<file path="src/hdl/axis_pkg.sv">
//********************************************************************
// AXI-Stream side widths and types; tkeep is assumed contiguous from
// byte 0, and tdata carries byte 0 in its low bits
//********************************************************************
`default_nettype none

package axis_pkg;

    // Bytes per AXI-S beat
    localparam int DATA_BYTE_WID = 8;

    // Little-endian beat data, byte 0 in bits [7:0]
    typedef logic [DATA_BYTE_WID-1:0][7:0] tdata_t;

    // One enable bit per byte
    typedef logic [DATA_BYTE_WID-1:0] tkeep_t;

endpackage : axis_pkg

`default_nettype wire

</file>
<file path="src/hdl/packet_pkg.sv">
//********************************************************************
// Packet side widths and types; data is in network byte order and
// lengths above MAX_PKT_BYTES are reported saturated
//********************************************************************
`default_nettype none

package packet_pkg;

    // Same beat width as the AXI-S side
    localparam int PKT_BYTE_WID = axis_pkg::DATA_BYTE_WID;

    // Empty-byte count on the eop beat
    localparam int MTY_WID = $clog2(PKT_BYTE_WID);

    localparam int META_WID = 8;

    // Longest packet the length counter reports exactly
    localparam int MAX_PKT_BYTES = 2048;
    localparam int LEN_WID = 12;

    // Entries in the output skid buffer
    localparam int SKID_DEPTH = 2;

    // Byte 0 first, i.e. in the top bits
    typedef logic [0:PKT_BYTE_WID-1][7:0] data_t;
    typedef logic [MTY_WID-1:0] mty_t;
    // Flow tag
    typedef logic [META_WID-1:0] meta_t;
    typedef logic [LEN_WID-1:0] len_t;

    // One packet beat as it sits in the skid buffer
    typedef struct packed {
        data_t data;
        logic  eop;
        mty_t  mty;
        logic  err;
        meta_t meta;
    } pkt_beat_t;

endpackage : packet_pkg

`default_nettype wire

</file>
<file path="src/hdl/axi4s_to_packet_adapter.sv">
//********************************************************************
// One register stage; tready is looped back in from the skid buffer
// and qualifies acceptance. Sparse tkeep gives an undefined mty
//********************************************************************
`timescale 1ns/100ps
`default_nettype none

module axi4s_to_packet_adapter
    import axis_pkg::*;
    import packet_pkg::*;
#(
    parameter type meta_t = bit
) (
    input  wire logic   __packet_if,
    input  wire logic   rst_n,
    // AXI-S slave side
    input  wire logic   tvalid,
    input  wire logic   tready,
    input  wire tdata_t tdata,
    input  wire tkeep_t tkeep,
    input  wire logic   tlast,
    input  wire logic   err,
    input  wire meta_t  meta,
    // Registered packet beat
    output logic        stage_valid,
    output data_t       stage_data,
    output logic        stage_eop,
    output mty_t        stage_mty,
    output logic        stage_err,
    output meta_t       stage_meta
);

    logic accept;

    // Number of cleared enables, valid for contiguous tkeep only
    function automatic mty_t tkeep_to_mty(input tkeep_t keep);
        mty_t n;
        n = '0;
        for (int i = 0; i < DATA_BYTE_WID; i++) begin
            if (!keep[i]) begin
                n = n + 1'b1;
            end
        end
        return n;
    endfunction

    assign accept = tvalid && tready;

    always_ff @(posedge __packet_if or negedge rst_n) begin
        if (!rst_n) begin
            stage_valid <= 1'b0;
        end else begin
            stage_valid <= accept;
        end
    end

    // Payload only loads on a transfer
    always_ff @(posedge __packet_if) begin
        if (accept) begin
            stage_data <= {<<8{tdata}};
            stage_eop  <= tlast;
            stage_mty  <= tlast ? tkeep_to_mty(tkeep) : '0;
            stage_err  <= err;
            stage_meta <= meta;
        end
    end

    // Only the last beat of a packet may be partial
    a_full_keep: assert property (
        @(posedge __packet_if) disable iff (!rst_n)
        (accept && !tlast) |-> (tkeep == '1)
    ) else $error("partial tkeep on a non-tlast beat");

endmodule : axi4s_to_packet_adapter

`default_nettype wire

</file>
<file path="src/hdl/packet_skid_buffer.sv">
//********************************************************************
// in_rdy counts the upstream in-flight beat, so a write never finds
// the buffer full; oflow is sticky until reset
//********************************************************************
`timescale 1ns/100ps
`default_nettype none

module packet_skid_buffer
    import packet_pkg::*;
#(
    parameter type payload_t = pkt_beat_t,
    parameter int  DEPTH     = SKID_DEPTH
) (
    input  wire logic     __packet_if,
    input  wire logic     rst_n,
    // Write side, no back-pressure
    input  wire logic     wr_valid,
    input  wire payload_t wr_payload,
    input  wire logic     stage_busy,
    output logic          in_rdy,
    // Read side
    output logic          out_valid,
    output payload_t      out_payload,
    input  wire logic     out_rdy,
    output logic          oflow
);

    localparam int PTR_WID = (DEPTH > 1) ? $clog2(DEPTH) : 1;
    localparam int CNT_WID = $clog2(DEPTH + 1);

    payload_t           mem [DEPTH];
    logic [PTR_WID-1:0] wr_ptr;
    logic [PTR_WID-1:0] rd_ptr;
    logic [CNT_WID-1:0] count;
    logic               run;
    logic               full;
    logic               wr_en;
    logic               rd_en;

    function automatic logic [PTR_WID-1:0] ptr_next(input logic [PTR_WID-1:0] p);
        return (p == PTR_WID'(DEPTH - 1)) ? '0 : p + 1'b1;
    endfunction

    assign full  = (count == CNT_WID'(DEPTH));
    assign wr_en = wr_valid && !full;
    assign rd_en = out_valid && out_rdy;

    assign out_valid   = (count != '0);
    assign out_payload = mem[rd_ptr];

    // Leave room for the beat already in the adapter register
    assign in_rdy = run && ((int'(count) + int'(stage_busy)) < DEPTH);

    always_ff @(posedge __packet_if or negedge rst_n) begin
        if (!rst_n) begin
            run    <= 1'b0;
            wr_ptr <= '0;
            rd_ptr <= '0;
            count  <= '0;
            oflow  <= 1'b0;
        end else begin
            run <= 1'b1;
            if (wr_en) begin
                wr_ptr <= ptr_next(wr_ptr);
            end
            if (rd_en) begin
                rd_ptr <= ptr_next(rd_ptr);
            end
            if (wr_en && !rd_en) begin
                count <= count + 1'b1;
            end else if (rd_en && !wr_en) begin
                count <= count - 1'b1;
            end
            if (wr_valid && full) begin
                oflow <= 1'b1;
            end
        end
    end

    always_ff @(posedge __packet_if) begin
        if (wr_en) begin
            mem[wr_ptr] <= wr_payload;
        end
    end

    a_no_write_full: assert property (
        @(posedge __packet_if) disable iff (!rst_n)
        wr_valid |-> !full
    ) else $error("write into a full skid buffer");

    // Stalled output holds until taken
    a_hold_stalled: assert property (
        @(posedge __packet_if) disable iff (!rst_n)
        (out_valid && !out_rdy) |=> (out_valid && $stable(out_payload))
    ) else $error("output beat changed while stalled");

endmodule : packet_skid_buffer

`default_nettype wire

</file>
<file path="src/hdl/packet_length_counter.sv">
//********************************************************************
// Length and error are reported one cycle after the eop beat; counts
// above MAX_PKT_BYTES saturate and raise a warning
//********************************************************************
`timescale 1ns/100ps
`default_nettype none

module packet_length_counter
    import axis_pkg::*;
    import packet_pkg::*;
(
    input  wire logic __packet_if,
    input  wire logic rst_n,
    input  wire logic beat_valid,
    input  wire logic beat_rdy,
    input  wire logic beat_eop,
    input  wire mty_t beat_mty,
    input  wire logic beat_err,
    output logic      len_valid,
    output len_t      len,
    output logic      len_err
);

    localparam int SUM_WID = LEN_WID + 1;

    logic               beat_acc;
    logic [SUM_WID-1:0] sum;
    len_t               sum_sat;
    len_t               acc;
    logic               err_acc;

    assign beat_acc = beat_valid && beat_rdy;

    // Running total including the current beat
    assign sum     = SUM_WID'(acc) + SUM_WID'(DATA_BYTE_WID) - SUM_WID'(beat_mty);
    assign sum_sat = (sum > SUM_WID'(MAX_PKT_BYTES)) ? len_t'(MAX_PKT_BYTES) : len_t'(sum);

    always_ff @(posedge __packet_if or negedge rst_n) begin
        if (!rst_n) begin
            acc       <= '0;
            err_acc   <= 1'b0;
            len_valid <= 1'b0;
        end else begin
            len_valid <= beat_acc && beat_eop;
            if (beat_acc) begin
                acc     <= beat_eop ? '0 : sum_sat;
                err_acc <= beat_eop ? 1'b0 : (err_acc | beat_err);
            end
        end
    end

    always_ff @(posedge __packet_if) begin
        if (beat_acc && beat_eop) begin
            len     <= sum_sat;
            len_err <= err_acc | beat_err;
        end
    end

    a_len_range: assert property (
        @(posedge __packet_if) disable iff (!rst_n)
        beat_acc |-> (sum <= SUM_WID'(MAX_PKT_BYTES))
    ) else $warning("packet longer than %0d bytes, length saturated", MAX_PKT_BYTES);

endmodule : packet_length_counter

`default_nettype wire

</file>
<file path="src/hdl/axis_packet_ingress.sv">
//********************************************************************
// AXI-S to packet ingress; unloaded latency is two cycles from the
// tready transfer, and oflow should never rise
//********************************************************************
`timescale 1ns/100ps
`default_nettype none

module axis_packet_ingress
    import axis_pkg::*;
    import packet_pkg::*;
(
    input  wire logic   __packet_if,
    input  wire logic   rst_n,
    // AXI-S slave
    input  wire logic   tvalid,
    output logic        tready,
    input  wire tdata_t tdata,
    input  wire tkeep_t tkeep,
    input  wire logic   tlast,
    input  wire logic   err,
    input  wire meta_t  meta,
    // Packet master
    output logic        packet_valid,
    input  wire logic   packet_rdy,
    output data_t       packet_data,
    output logic        packet_eop,
    output mty_t        packet_mty,
    output logic        packet_err,
    output meta_t       packet_meta,
    // Length report
    output logic        len_valid,
    output len_t        len,
    output logic        len_err,
    output logic        oflow
);

    logic      stage_valid;
    data_t     stage_data;
    logic      stage_eop;
    mty_t      stage_mty;
    logic      stage_err;
    meta_t     stage_meta;
    pkt_beat_t stage_beat;
    pkt_beat_t out_beat;

    axi4s_to_packet_adapter #(
        .meta_t (meta_t)
    ) i_axi4s_to_packet_adapter (
        .__packet_if (__packet_if),
        .rst_n       (rst_n),
        .tvalid      (tvalid),
        .tready      (tready),
        .tdata       (tdata),
        .tkeep       (tkeep),
        .tlast       (tlast),
        .err         (err),
        .meta        (meta),
        .stage_valid (stage_valid),
        .stage_data  (stage_data),
        .stage_eop   (stage_eop),
        .stage_mty   (stage_mty),
        .stage_err   (stage_err),
        .stage_meta  (stage_meta)
    );

    assign stage_beat = '{
        data: stage_data,
        eop:  stage_eop,
        mty:  stage_mty,
        err:  stage_err,
        meta: stage_meta
    };

    // The adapter register is the only in-flight beat
    packet_skid_buffer #(
        .payload_t (pkt_beat_t)
    ) i_packet_skid_buffer (
        .__packet_if (__packet_if),
        .rst_n       (rst_n),
        .wr_valid    (stage_valid),
        .wr_payload  (stage_beat),
        .stage_busy  (stage_valid),
        .in_rdy      (tready),
        .out_valid   (packet_valid),
        .out_payload (out_beat),
        .out_rdy     (packet_rdy),
        .oflow       (oflow)
    );

    assign packet_data = out_beat.data;
    assign packet_eop  = out_beat.eop;
    assign packet_mty  = out_beat.mty;
    assign packet_err  = out_beat.err;
    assign packet_meta = out_beat.meta;

    packet_length_counter i_packet_length_counter (
        .__packet_if (__packet_if),
        .rst_n       (rst_n),
        .beat_valid  (packet_valid),
        .beat_rdy    (packet_rdy),
        .beat_eop    (packet_eop),
        .beat_mty    (packet_mty),
        .beat_err    (packet_err),
        .len_valid   (len_valid),
        .len         (len),
        .len_err     (len_err)
    );

    // Ready look-ahead in the buffer must cover the adapter stage
    a_no_oflow: assert property (
        @(posedge __packet_if) disable iff (!rst_n)
        !oflow
    ) else $error("skid buffer of %0d entries overflowed", SKID_DEPTH);

endmodule : axis_packet_ingress

`default_nettype wire

</file>
<file path="config.mk">
export PLATFORM = sky130hd
export DESIGN_NAME = axis_packet_ingress
export DESIGN_NICKNAME = d
export VERILOG_FILES = /design/src/hdl/axis_pkg.sv /design/src/hdl/packet_pkg.sv /design/src/hdl/axi4s_to_packet_adapter.sv /design/src/hdl/packet_skid_buffer.sv /design/src/hdl/packet_length_counter.sv /design/src/hdl/axis_packet_ingress.sv
export SDC_FILE = /design/constraint.sdc
export NUM_CORES = 1
export LEC_CHECK = 0
export ABC_CLOCK_PERIOD_IN_PS = 7470
export BUFFER_PORTS_ARGS = -buffer_cell sky130_fd_sc_hd__buf_2
export CAP_MARGIN = 20
export CORE_MARGIN = 3
export CORE_UTILIZATION = 40
export DETAILED_ROUTE_END_ITERATION = 10
export PLACE_DENSITY = 0.61
export SETUP_SLACK_MARGIN = 0.3
export SYNTH_ARGS = -nofsm -noshare
export SYNTH_HDL_FRONTEND = slang
export SYNTH_HIERARCHICAL = 1
export SYNTH_SLANG_ARGS = --single-unit
</file>
<file path="constraint.sdc">
create_clock -name __packet_if -period 7.47 [get_ports __packet_if]
set_input_delay 0 -clock __packet_if [delete_from_list [all_inputs] [get_ports __packet_if]]
set_output_delay 0 -clock __packet_if [all_outputs]
set_load 0.03 [all_outputs]
</file>
Yosys cells after proc, flatten, opt, wreduce, memory -nomap -nowiden
Memory sizes are Yosys's and may differ from the RTL's.
Index checks and enable logic that the tools add are counted.
{"block": "word_totals", "output_inout_bits": 94, "reg_bits": 111, "ram_bits": 154, "mem_count": 1, "inputBits": 86, "word_cells": 79}
{"name": "i_packet_skid_buffer.mem", "depth": 2, "word_bits": 77, "read_ports": 1, "rd_ports_with_merged_regs": 0, "wr": 1, "line": "packet_skid_buffer.sv:31", "source": "payload_t mem [DEPTH];"}
{"block": "op_classes", "mux": 24, "bitwise": 1, "magnitude_cmp": 2, "reduce_logical": 13, "addsub": 14, "n_eq_ne": 1}
{"cell": "$mux 3", "n": 14}
{"cell": "$lt 32x3->1 const B", "n": 1}
{"cell": "$mux 12", "n": 2}
{"cell": "$add 3x1->3 const B", "n": 7}
{"cell": "$add 12x4->13 const B", "n": 1}
{"cell": "$gt 13x12->1 const B", "n": 1}
{"cell": "$sub 13x3->13", "n": 1}
{"cell": "$logic_and 1x1->1", "n": 8}
{"cell": "$mux 1", "n": 6}
{"cell": "$mux 2", "n": 2}
{"cell": "$reduce_bool 2->1", "n": 2}
{"cell": "$add 2x1->3", "n": 1}
{"cell": "$logic_not 1->1", "n": 3}
{"cell": "$add 1x1->1 const B", "n": 2}
{"cell": "$add 2x1->2 const B", "n": 1}
{"cell": "$eq 2x2->1 const B", "n": 1}
{"cell": "$sub 2x1->2 const B", "n": 1}
{"cell": "$or 1x1->1", "n": 1}

Depth between registers and ports, before layout
{"block": "depth", "depth_word": 25, "mapped_depth": 20, "ltp_nobuf": 20}

Cells and area by module
The synthesis kept the hierarchy.
{"mod": "packet_skid_buffer", "seq_area_each_um2": 4774.6, "instances": 1, "area_each_um2": 5906.9, "cells_each": 265}
{"mod": "axi4s_to_packet_adapter", "seq_area_each_um2": 2337.2, "instances": 1, "area_each_um2": 2737.6, "cells_each": 125}
{"mod": "packet_length_counter", "seq_area_each_um2": 740.7, "instances": 1, "area_each_um2": 1911.8, "cells_each": 199}

Worst setup path after synthesis
OpenSTA, ideal clock, no wires.
{"block": "synth_timing", "path_type": "reg-to-reg", "start": "register i_packet_skid_buffer.count[0]", "end": "memory i_packet_skid_buffer/mem[0][0] in the netlist's numbering, enable pin", "required_ps": 6957, "n_path_buf": 0, "t_arrival_ps": 3857, "path_stages_with_launch": 4, "slack_ps": 3100, "period_less_slack_ps": 4370, "setup_ps": 513, "cell_sequence": "dfrtp_1 > nand2b_1 > nand2_1 > nor2_1"}
{"block": "synth_via", "elab_chain_cells": 5}
{"element": "start, declared", "line": "packet_skid_buffer.sv:34", "source": "logic [CNT_WID-1:0] count;"}
{"element": "start signal, assigned", "line": "packet_skid_buffer.sv:70", "source": "count <= count + 1'b1;"}
{"element": "start signal, assigned", "line": "packet_skid_buffer.sv:72", "source": "count <= count - 1'b1;"}
{"element": "$eq 2x2->1", "line": "packet_skid_buffer.sv:44", "source": "assign full = (count == CNT_WID'(DEPTH));"}
{"element": "$logic_not 1->1", "line": "packet_skid_buffer.sv:45", "source": "assign wr_en = wr_valid && !full;"}
{"element": "$logic_and 1x1->1", "line": "packet_skid_buffer.sv:45"}
{"element": "$mux 1", "line": "packet_skid_buffer.sv:81", "source": "if (wr_en) begin"}
{"element": "$mux 1 (implied by the code)", "line": "packet_skid_buffer.sv:82", "source": "mem[wr_ptr] <= wr_payload;"}
{"element": "end, declared", "line": "packet_skid_buffer.sv:31"}
No other way between the ends.

Worst setup path in the final report
{"block": "layout_timing", "start": "register i_packet_skid_buffer.rd_ptr", "end": "register i_packet_length_counter.len[7] (data pin)"}
{"block": "layout_via", "elab_chain_cells": 4}
{"element": "start, declared", "line": "packet_skid_buffer.sv:33", "source": "logic [PTR_WID-1:0] rd_ptr;"}
{"element": "start signal, assigned", "line": "packet_skid_buffer.sv:67", "source": "rd_ptr <= ptr_next(rd_ptr);"}
{"element": "$mem_v2 2x77 *"}
{"element": "$sub 13x3->13 *", "line": "packet_length_counter.sv:35", "source": "assign sum = SUM_WID'(acc) + SUM_WID'(DATA_BYTE_WID) - SUM_WID'(beat_mty);"}
{"element": "$gt 13x12->1", "line": "packet_length_counter.sv:36", "source": "assign sum_sat = (sum > SUM_WID'(MAX_PKT_BYTES)) ? len_t'(MAX_PKT_BYTES) : len_t'(sum);"}
{"element": "$mux 12 *", "line": "packet_length_counter.sv:36"}
{"element": "net i_packet_length_counter.sum_sat[7]", "line": "packet_length_counter.sv:28", "source": "len_t sum_sat;"}
{"element": "end signal, assigned", "line": "packet_length_counter.sv:54", "source": "len <= sum_sat;"}
{"element": "end, declared", "line": "packet_length_counter.sv:20", "source": "output len_t len,"}
Mark *: on every way through the listed nets, which the timed path passes. The rest lies on a longest branch.
A chain may end at the register's enable or synchronous reset.

==> impl_metrics.prom <==
# TYPE chip_impl_metric gauge
chip_impl_metric{name="power.leakage",unit="nW"} 5.18
chip_impl_info{name="critPathSlowestCell",value="sky130_fd_sc_hd__o41ai_1"} 1
chip_impl_info{name="synth_largest_area_cell",value="sky130_fd_sc_hd__edfxtp_1"} 1
chip_impl_metric{name="area_delta_synth_final",unit="%"} 28.9
chip_impl_metric{name="grt_first_pass_wirelength",unit="mm"} 34.1
chip_impl_metric{name="grt_usage",unit=""} 0.150
chip_impl_metric{name="switchingPower",unit="W"} 0.00152
chip_impl_info{name="clock_tree_from_tritoncts",value="done"} 1
chip_impl_metric{name="worst_slew_pin_slew",unit="ns"} 0.823
chip_impl_info{name="cpLargestDelayFamily",value="adder cells"} 1
chip_impl_metric{name="hpwl",unit="mm"} 13.9
chip_impl_info{name="min-delay-start",value="tvalid"} 1
chip_impl_metric{name="drt-initial-drc-count",unit=""} 360
chip_impl_metric{name="critPathBufInv",unit=""} 1
chip_impl_metric{name="postCtsSetupRepairBufs",unit=""} 0
chip_impl_metric{name="postCtsHoldBufs",unit=""} 81
chip_impl_metric{name="wire_per_inst",unit="um"} 17.5
chip_impl_info{name="hold_path.class",value="input pin to register"} 1
chip_impl_metric{name="final.fill_count",unit=""} 2036
chip_impl_metric{name="maxSlewViolCount",unit=""} 0
chip_impl_metric{name="max-cap-violations",unit=""} 0
chip_impl_metric{name="die_area",unit="um2"} 28400
chip_impl_info{name="worst_setup_path_start_kind",value="register"} 1
chip_impl_info{name="run_status",value="completed"} 1
chip_impl_metric{name="global_placement_routability_congestion",unit=""} 0.866
chip_impl_info{name="crit_type",value="register to register"} 1
chip_impl_metric{name="setup.reg_to_reg.worst_slack",unit="ns"} 3.91
chip_impl_info{name="synth.top_cells.by_count",value="sky130_fd_sc_hd__edfxtp_1, sky130_fd_sc_hd__mux2_2, sky130_fd_sc_hd__inv_1, sky130_fd_sc_hd__ha_1, sky130_fd_sc_hd__nor2_1"} 1
chip_impl_metric{name="finalNetCount",unit=""} 980
chip_impl_metric{name="grt-ovfl-total",unit=""} 0
chip_impl_metric{name="synth_largest_type_area_fraction",unit=""} 0.694
chip_impl_metric{name="clock_insertion_delay_worst_skew",unit="ns"} 0.53
chip_impl_metric{name="timing.critical_path.slowest_cell_delay",unit="ns"} 0.55
chip_impl_metric{name="core_area",unit="um2"} 25500
chip_impl_metric{name="layout-drive-gt1-share",unit=""} 0.359
chip_impl_metric{name="postRouteWirelength",unit="mm"} 21.4
chip_impl_metric{name="seq_power_share",unit=""} 0.407
chip_impl_metric{name="antenna_violating_nets_post_route",unit=""} 0
chip_impl_metric{name="ys_seq_area_frac",unit=""} 0.744
chip_impl_metric{name="floorplan.initialDensity",unit=""} 0.413
chip_impl_metric{name="clock_power_share",unit=""} 0.284
chip_impl_metric{name="timing.final.setup_violations",unit=""} 0
chip_impl_metric{name="clk_transition_reported_paths",unit="ns"} 0.06
chip_impl_metric{name="max-vdd-ir-drop",unit="mV"} 0.248
chip_impl_info{name="grt_setup_unrepaired",value="false"} 1
chip_impl_metric{name="p_total",unit="W"} 0.00469
chip_impl_metric{name="clock_skew",unit="ns"} 0.00981
chip_impl_metric{name="clock_sink_count",unit=""} 265
chip_impl_metric{name="synth_edf_count",unit=""} 244
chip_impl_info{name="worst_path_most_repeated_cell",value="sky130_fd_sc_hd__ha_1"} 1
chip_impl_metric{name="post-route-min-period",unit="ns"} 3.56
chip_impl_info{name="yosysMostFrequentCell",value="sky130_fd_sc_hd__edfxtp_1"} 1
chip_impl_metric{name="num_io_pins",unit=""} 180
chip_impl_metric{name="critPathArrivalTime",unit="ns"} 3.82
chip_impl_metric{name="grt_max_degree",unit=""} 59
chip_impl_metric{name="port-buffer-count",unit=""} 179
chip_impl_metric{name="postSynthRegisterBits",unit=""} 265
chip_impl_metric{name="mappedNetlistArea",unit="um2"} 10600
chip_impl_metric{name="num_rows",unit=""} 58
chip_impl_metric{name="fin_hold_ws",unit="ns"} 0.0612
chip_impl_metric{name="dr.pass1.iters",unit=""} 6
chip_impl_metric{name="synth_area_per_cell",unit="um2"} 17.9
chip_impl_metric{name="slew_headroom",unit=""} 0.451
chip_impl_info{name="r2r_start",value="i_packet_skid_buffer/rd_ptr"} 1
chip_impl_metric{name="final.period_utilization",unit=""} 0.476
chip_impl_metric{name="critical_path_required",unit="ns"} 7.74
chip_impl_info{name="synth_top_flop_cell",value="sky130_fd_sc_hd__edfxtp_1"} 1
chip_impl_metric{name="power.share.combinational",unit=""} 0.309
chip_impl_metric{name="cts.repair.resized",unit=""} 0
chip_impl_info{name="worstPathCellList",value="mux2_2, inv_1, ha_1, ha_1, fa_1, nand2_1, a211oi_2, o41ai_1, a211oi_1, nor3_2, nor2_1"} 1
chip_impl_metric{name="hold_viol",unit=""} 0
chip_impl_metric{name="setup_tns",unit="ns"} 0
chip_impl_metric{name="vias_per_cell",unit=""} 4.91
chip_impl_metric{name="worstPathMaxFanout",unit=""} 7
chip_impl_metric{name="post-route-drc-count",unit=""} 0
chip_impl_metric{name="yosysUniqueCellTypes",unit=""} 67
chip_impl_info{name="critical_path.startpoint",value="i_packet_skid_buffer/rd_ptr"} 1
chip_impl_metric{name="p_per_area",unit="nW/um2"} 345
chip_impl_info{name="cts_root_buffer",value="sky130_fd_sc_hd__clkbuf_16"} 1
chip_impl_info{name="netlist_top_cells_area",value="sky130_fd_sc_hd__edfxtp_1, sky130_fd_sc_hd__mux2_2, sky130_fd_sc_hd__dfrtp_1"} 1
chip_impl_metric{name="number_of_buffers_added_by_the_clock_tree_synthesis_step",unit=""} 28
chip_impl_metric{name="grt_pass1_vias",unit=""} 6322
chip_impl_info{name="worstSetupEndpointType",value="register"} 1
chip_impl_metric{name="die_w",unit="um"} 168
chip_impl_metric{name="max-clock-path-buffers",unit=""} 3
chip_impl_metric{name="pint",unit="W"} 0.00317
chip_impl_metric{name="grt_antenna_before_repair",unit=""} 0
chip_impl_metric{name="clock_tree.htree_level_count",unit=""} 1
chip_impl_metric{name="fmax",unit="GHz"} 0.281
chip_impl_metric{name="final_util",unit=""} 0.533
chip_impl_metric{name="insertedDiodeCount",unit=""} 0
chip_impl_metric{name="routed-via-count",unit=""} 6000
chip_impl_metric{name="synth_nets",unit=""} 699
chip_impl_metric{name="netSwitchingFraction",unit=""} 0.324
chip_impl_metric{name="fraction_of_registers_with_async_set_reset",unit=""} 0.0792
chip_impl_metric{name="yosysWarningCount",unit=""} 6
chip_impl_metric{name="synthesis.instances",unit=""} 589
chip_impl_metric{name="die_outline_height",unit="um"} 168
[kinds of logic (layout without fill, tap and decap cells)]
family                     after synthesis  after routing  synth area share
DFF                                    265            265             0.744
and+or+nand+nor                         99             99            0.0480
muxes                                   77             77            0.0893
AOI/OAI and AO/OA                       63             63            0.0495
buffers and inverters                   41            344            0.0184
adders and majority gates               24             24            0.0292
xor gates and xnor gates                19             19            0.0215
other                                    1              1          0.000355
[placed cells by master (no fill, tap or decap), types with 7 or more instances in the layout]
cell type / count
sky130_fd_sc_hd__dfrtp_1: 20
sky130_fd_sc_hd__nor2_1: 22
sky130_fd_sc_hd__nor2b_1: 7
sky130_fd_sc_hd__dlygate4sd3_1: 80
sky130_fd_sc_hd__xnor2_1: 12
sky130_fd_sc_hd__mux2_2: 57
sky130_fd_sc_hd__clkbuf_16: 28
sky130_fd_sc_hd__buf_2: 179
sky130_fd_sc_hd__nand2b_1: 9
sky130_fd_sc_hd__nor3_1: 8
sky130_fd_sc_hd__mux2_4: 20
sky130_fd_sc_hd__ha_1: 23
sky130_fd_sc_hd__nand3_1: 7
sky130_fd_sc_hd__clkinv_1: 7
sky130_fd_sc_hd__inv_1: 27
sky130_fd_sc_hd__edfxtp_1: 244
sky130_fd_sc_hd__nand2_1: 22
[cell type report]
type                    instances  area, um2  area share
flip-flops and latches        265       7860       0.577
multi-input cells             283       2520       0.186
repair buffers                265       1810       0.133
clock buffers                  34        723      0.0531
well taps                     330        413      0.0303
clock inverters                18        174      0.0128
inverters                      27        101     0.00745
[per-stage QoR]
step	area, um2	cells	setup WS [ns]
6_report	13600	1222	3.91
5_1_grt	13600	1222	3.61
4_1_cts	13600	1222	3.92
3_5_place_dp	11900	1089	3.90
3_3_place_gp	11800	1086	4.03
2_1_floorplan	10600	589	3.10
[metal layers]
metal | share of wire | up-vias | track usage | wire (um)
met1 | 0.41 | 2943 | 0.189 | 8820
met4 | 0.026 | 0 | 0.0473 | 566
li1 | - | 2844 | - | -
met5 | 0 | - | 0 | 0
met3 | 0.047 | 41 | 0.0241 | 1010
met2 | 0.51 | 172 | 0.266 | 11000
[sequential cells by signal, indices dropped and copies added, names as in the netlist]
signal and flops:
i_axi4s_to_packet_adapter/stage_data 64, i_axi4s_to_packet_adapter/stage_eop 1, i_axi4s_to_packet_adapter/stage_err 1, i_axi4s_to_packet_adapter/stage_meta 8, i_axi4s_to_packet_adapter/stage_mty 3, i_axi4s_to_packet_adapter/stage_valid 1, i_packet_length_counter/acc 12, i_packet_length_counter/err_acc 1
i_packet_length_counter/len 12, i_packet_length_counter/len_err 1, i_packet_length_counter/len_valid 1, i_packet_skid_buffer/count 2, i_packet_skid_buffer/mem 154, i_packet_skid_buffer/oflow 1, i_packet_skid_buffer/rd_ptr 1, i_packet_skid_buffer/run 1
i_packet_skid_buffer/wr_ptr 1
[power groups by stage]
stage	Combinational (W)	Sequential, W	Clock (W)
after global placement	0.00139	0.00193	0
after global routing	0.00156	0.00192	0.00145
after floorplan	0.00101	0.00196	0
after CTS	0.00146	0.00191	0.00138
after detailed placement	0.00142	0.00194	0
final	0.00145	0.00191	0.00133
[final timing paths]
kind,end,cells past startpoint
setup / recovery,i_packet_length_counter/len[7],11
max in group asynchronous,i_packet_skid_buffer/rd_ptr,4
hold reg to reg,i_packet_skid_buffer/mem[0][73],0
setup reg to reg,i_packet_length_counter/len[7],11
hold / removal,i_axi4s_to_packet_adapter/stage_meta[2],2
min in group asynchronous,i_packet_length_counter/acc[6],4
Note: power is estimated with default switching activity, not from simulation.
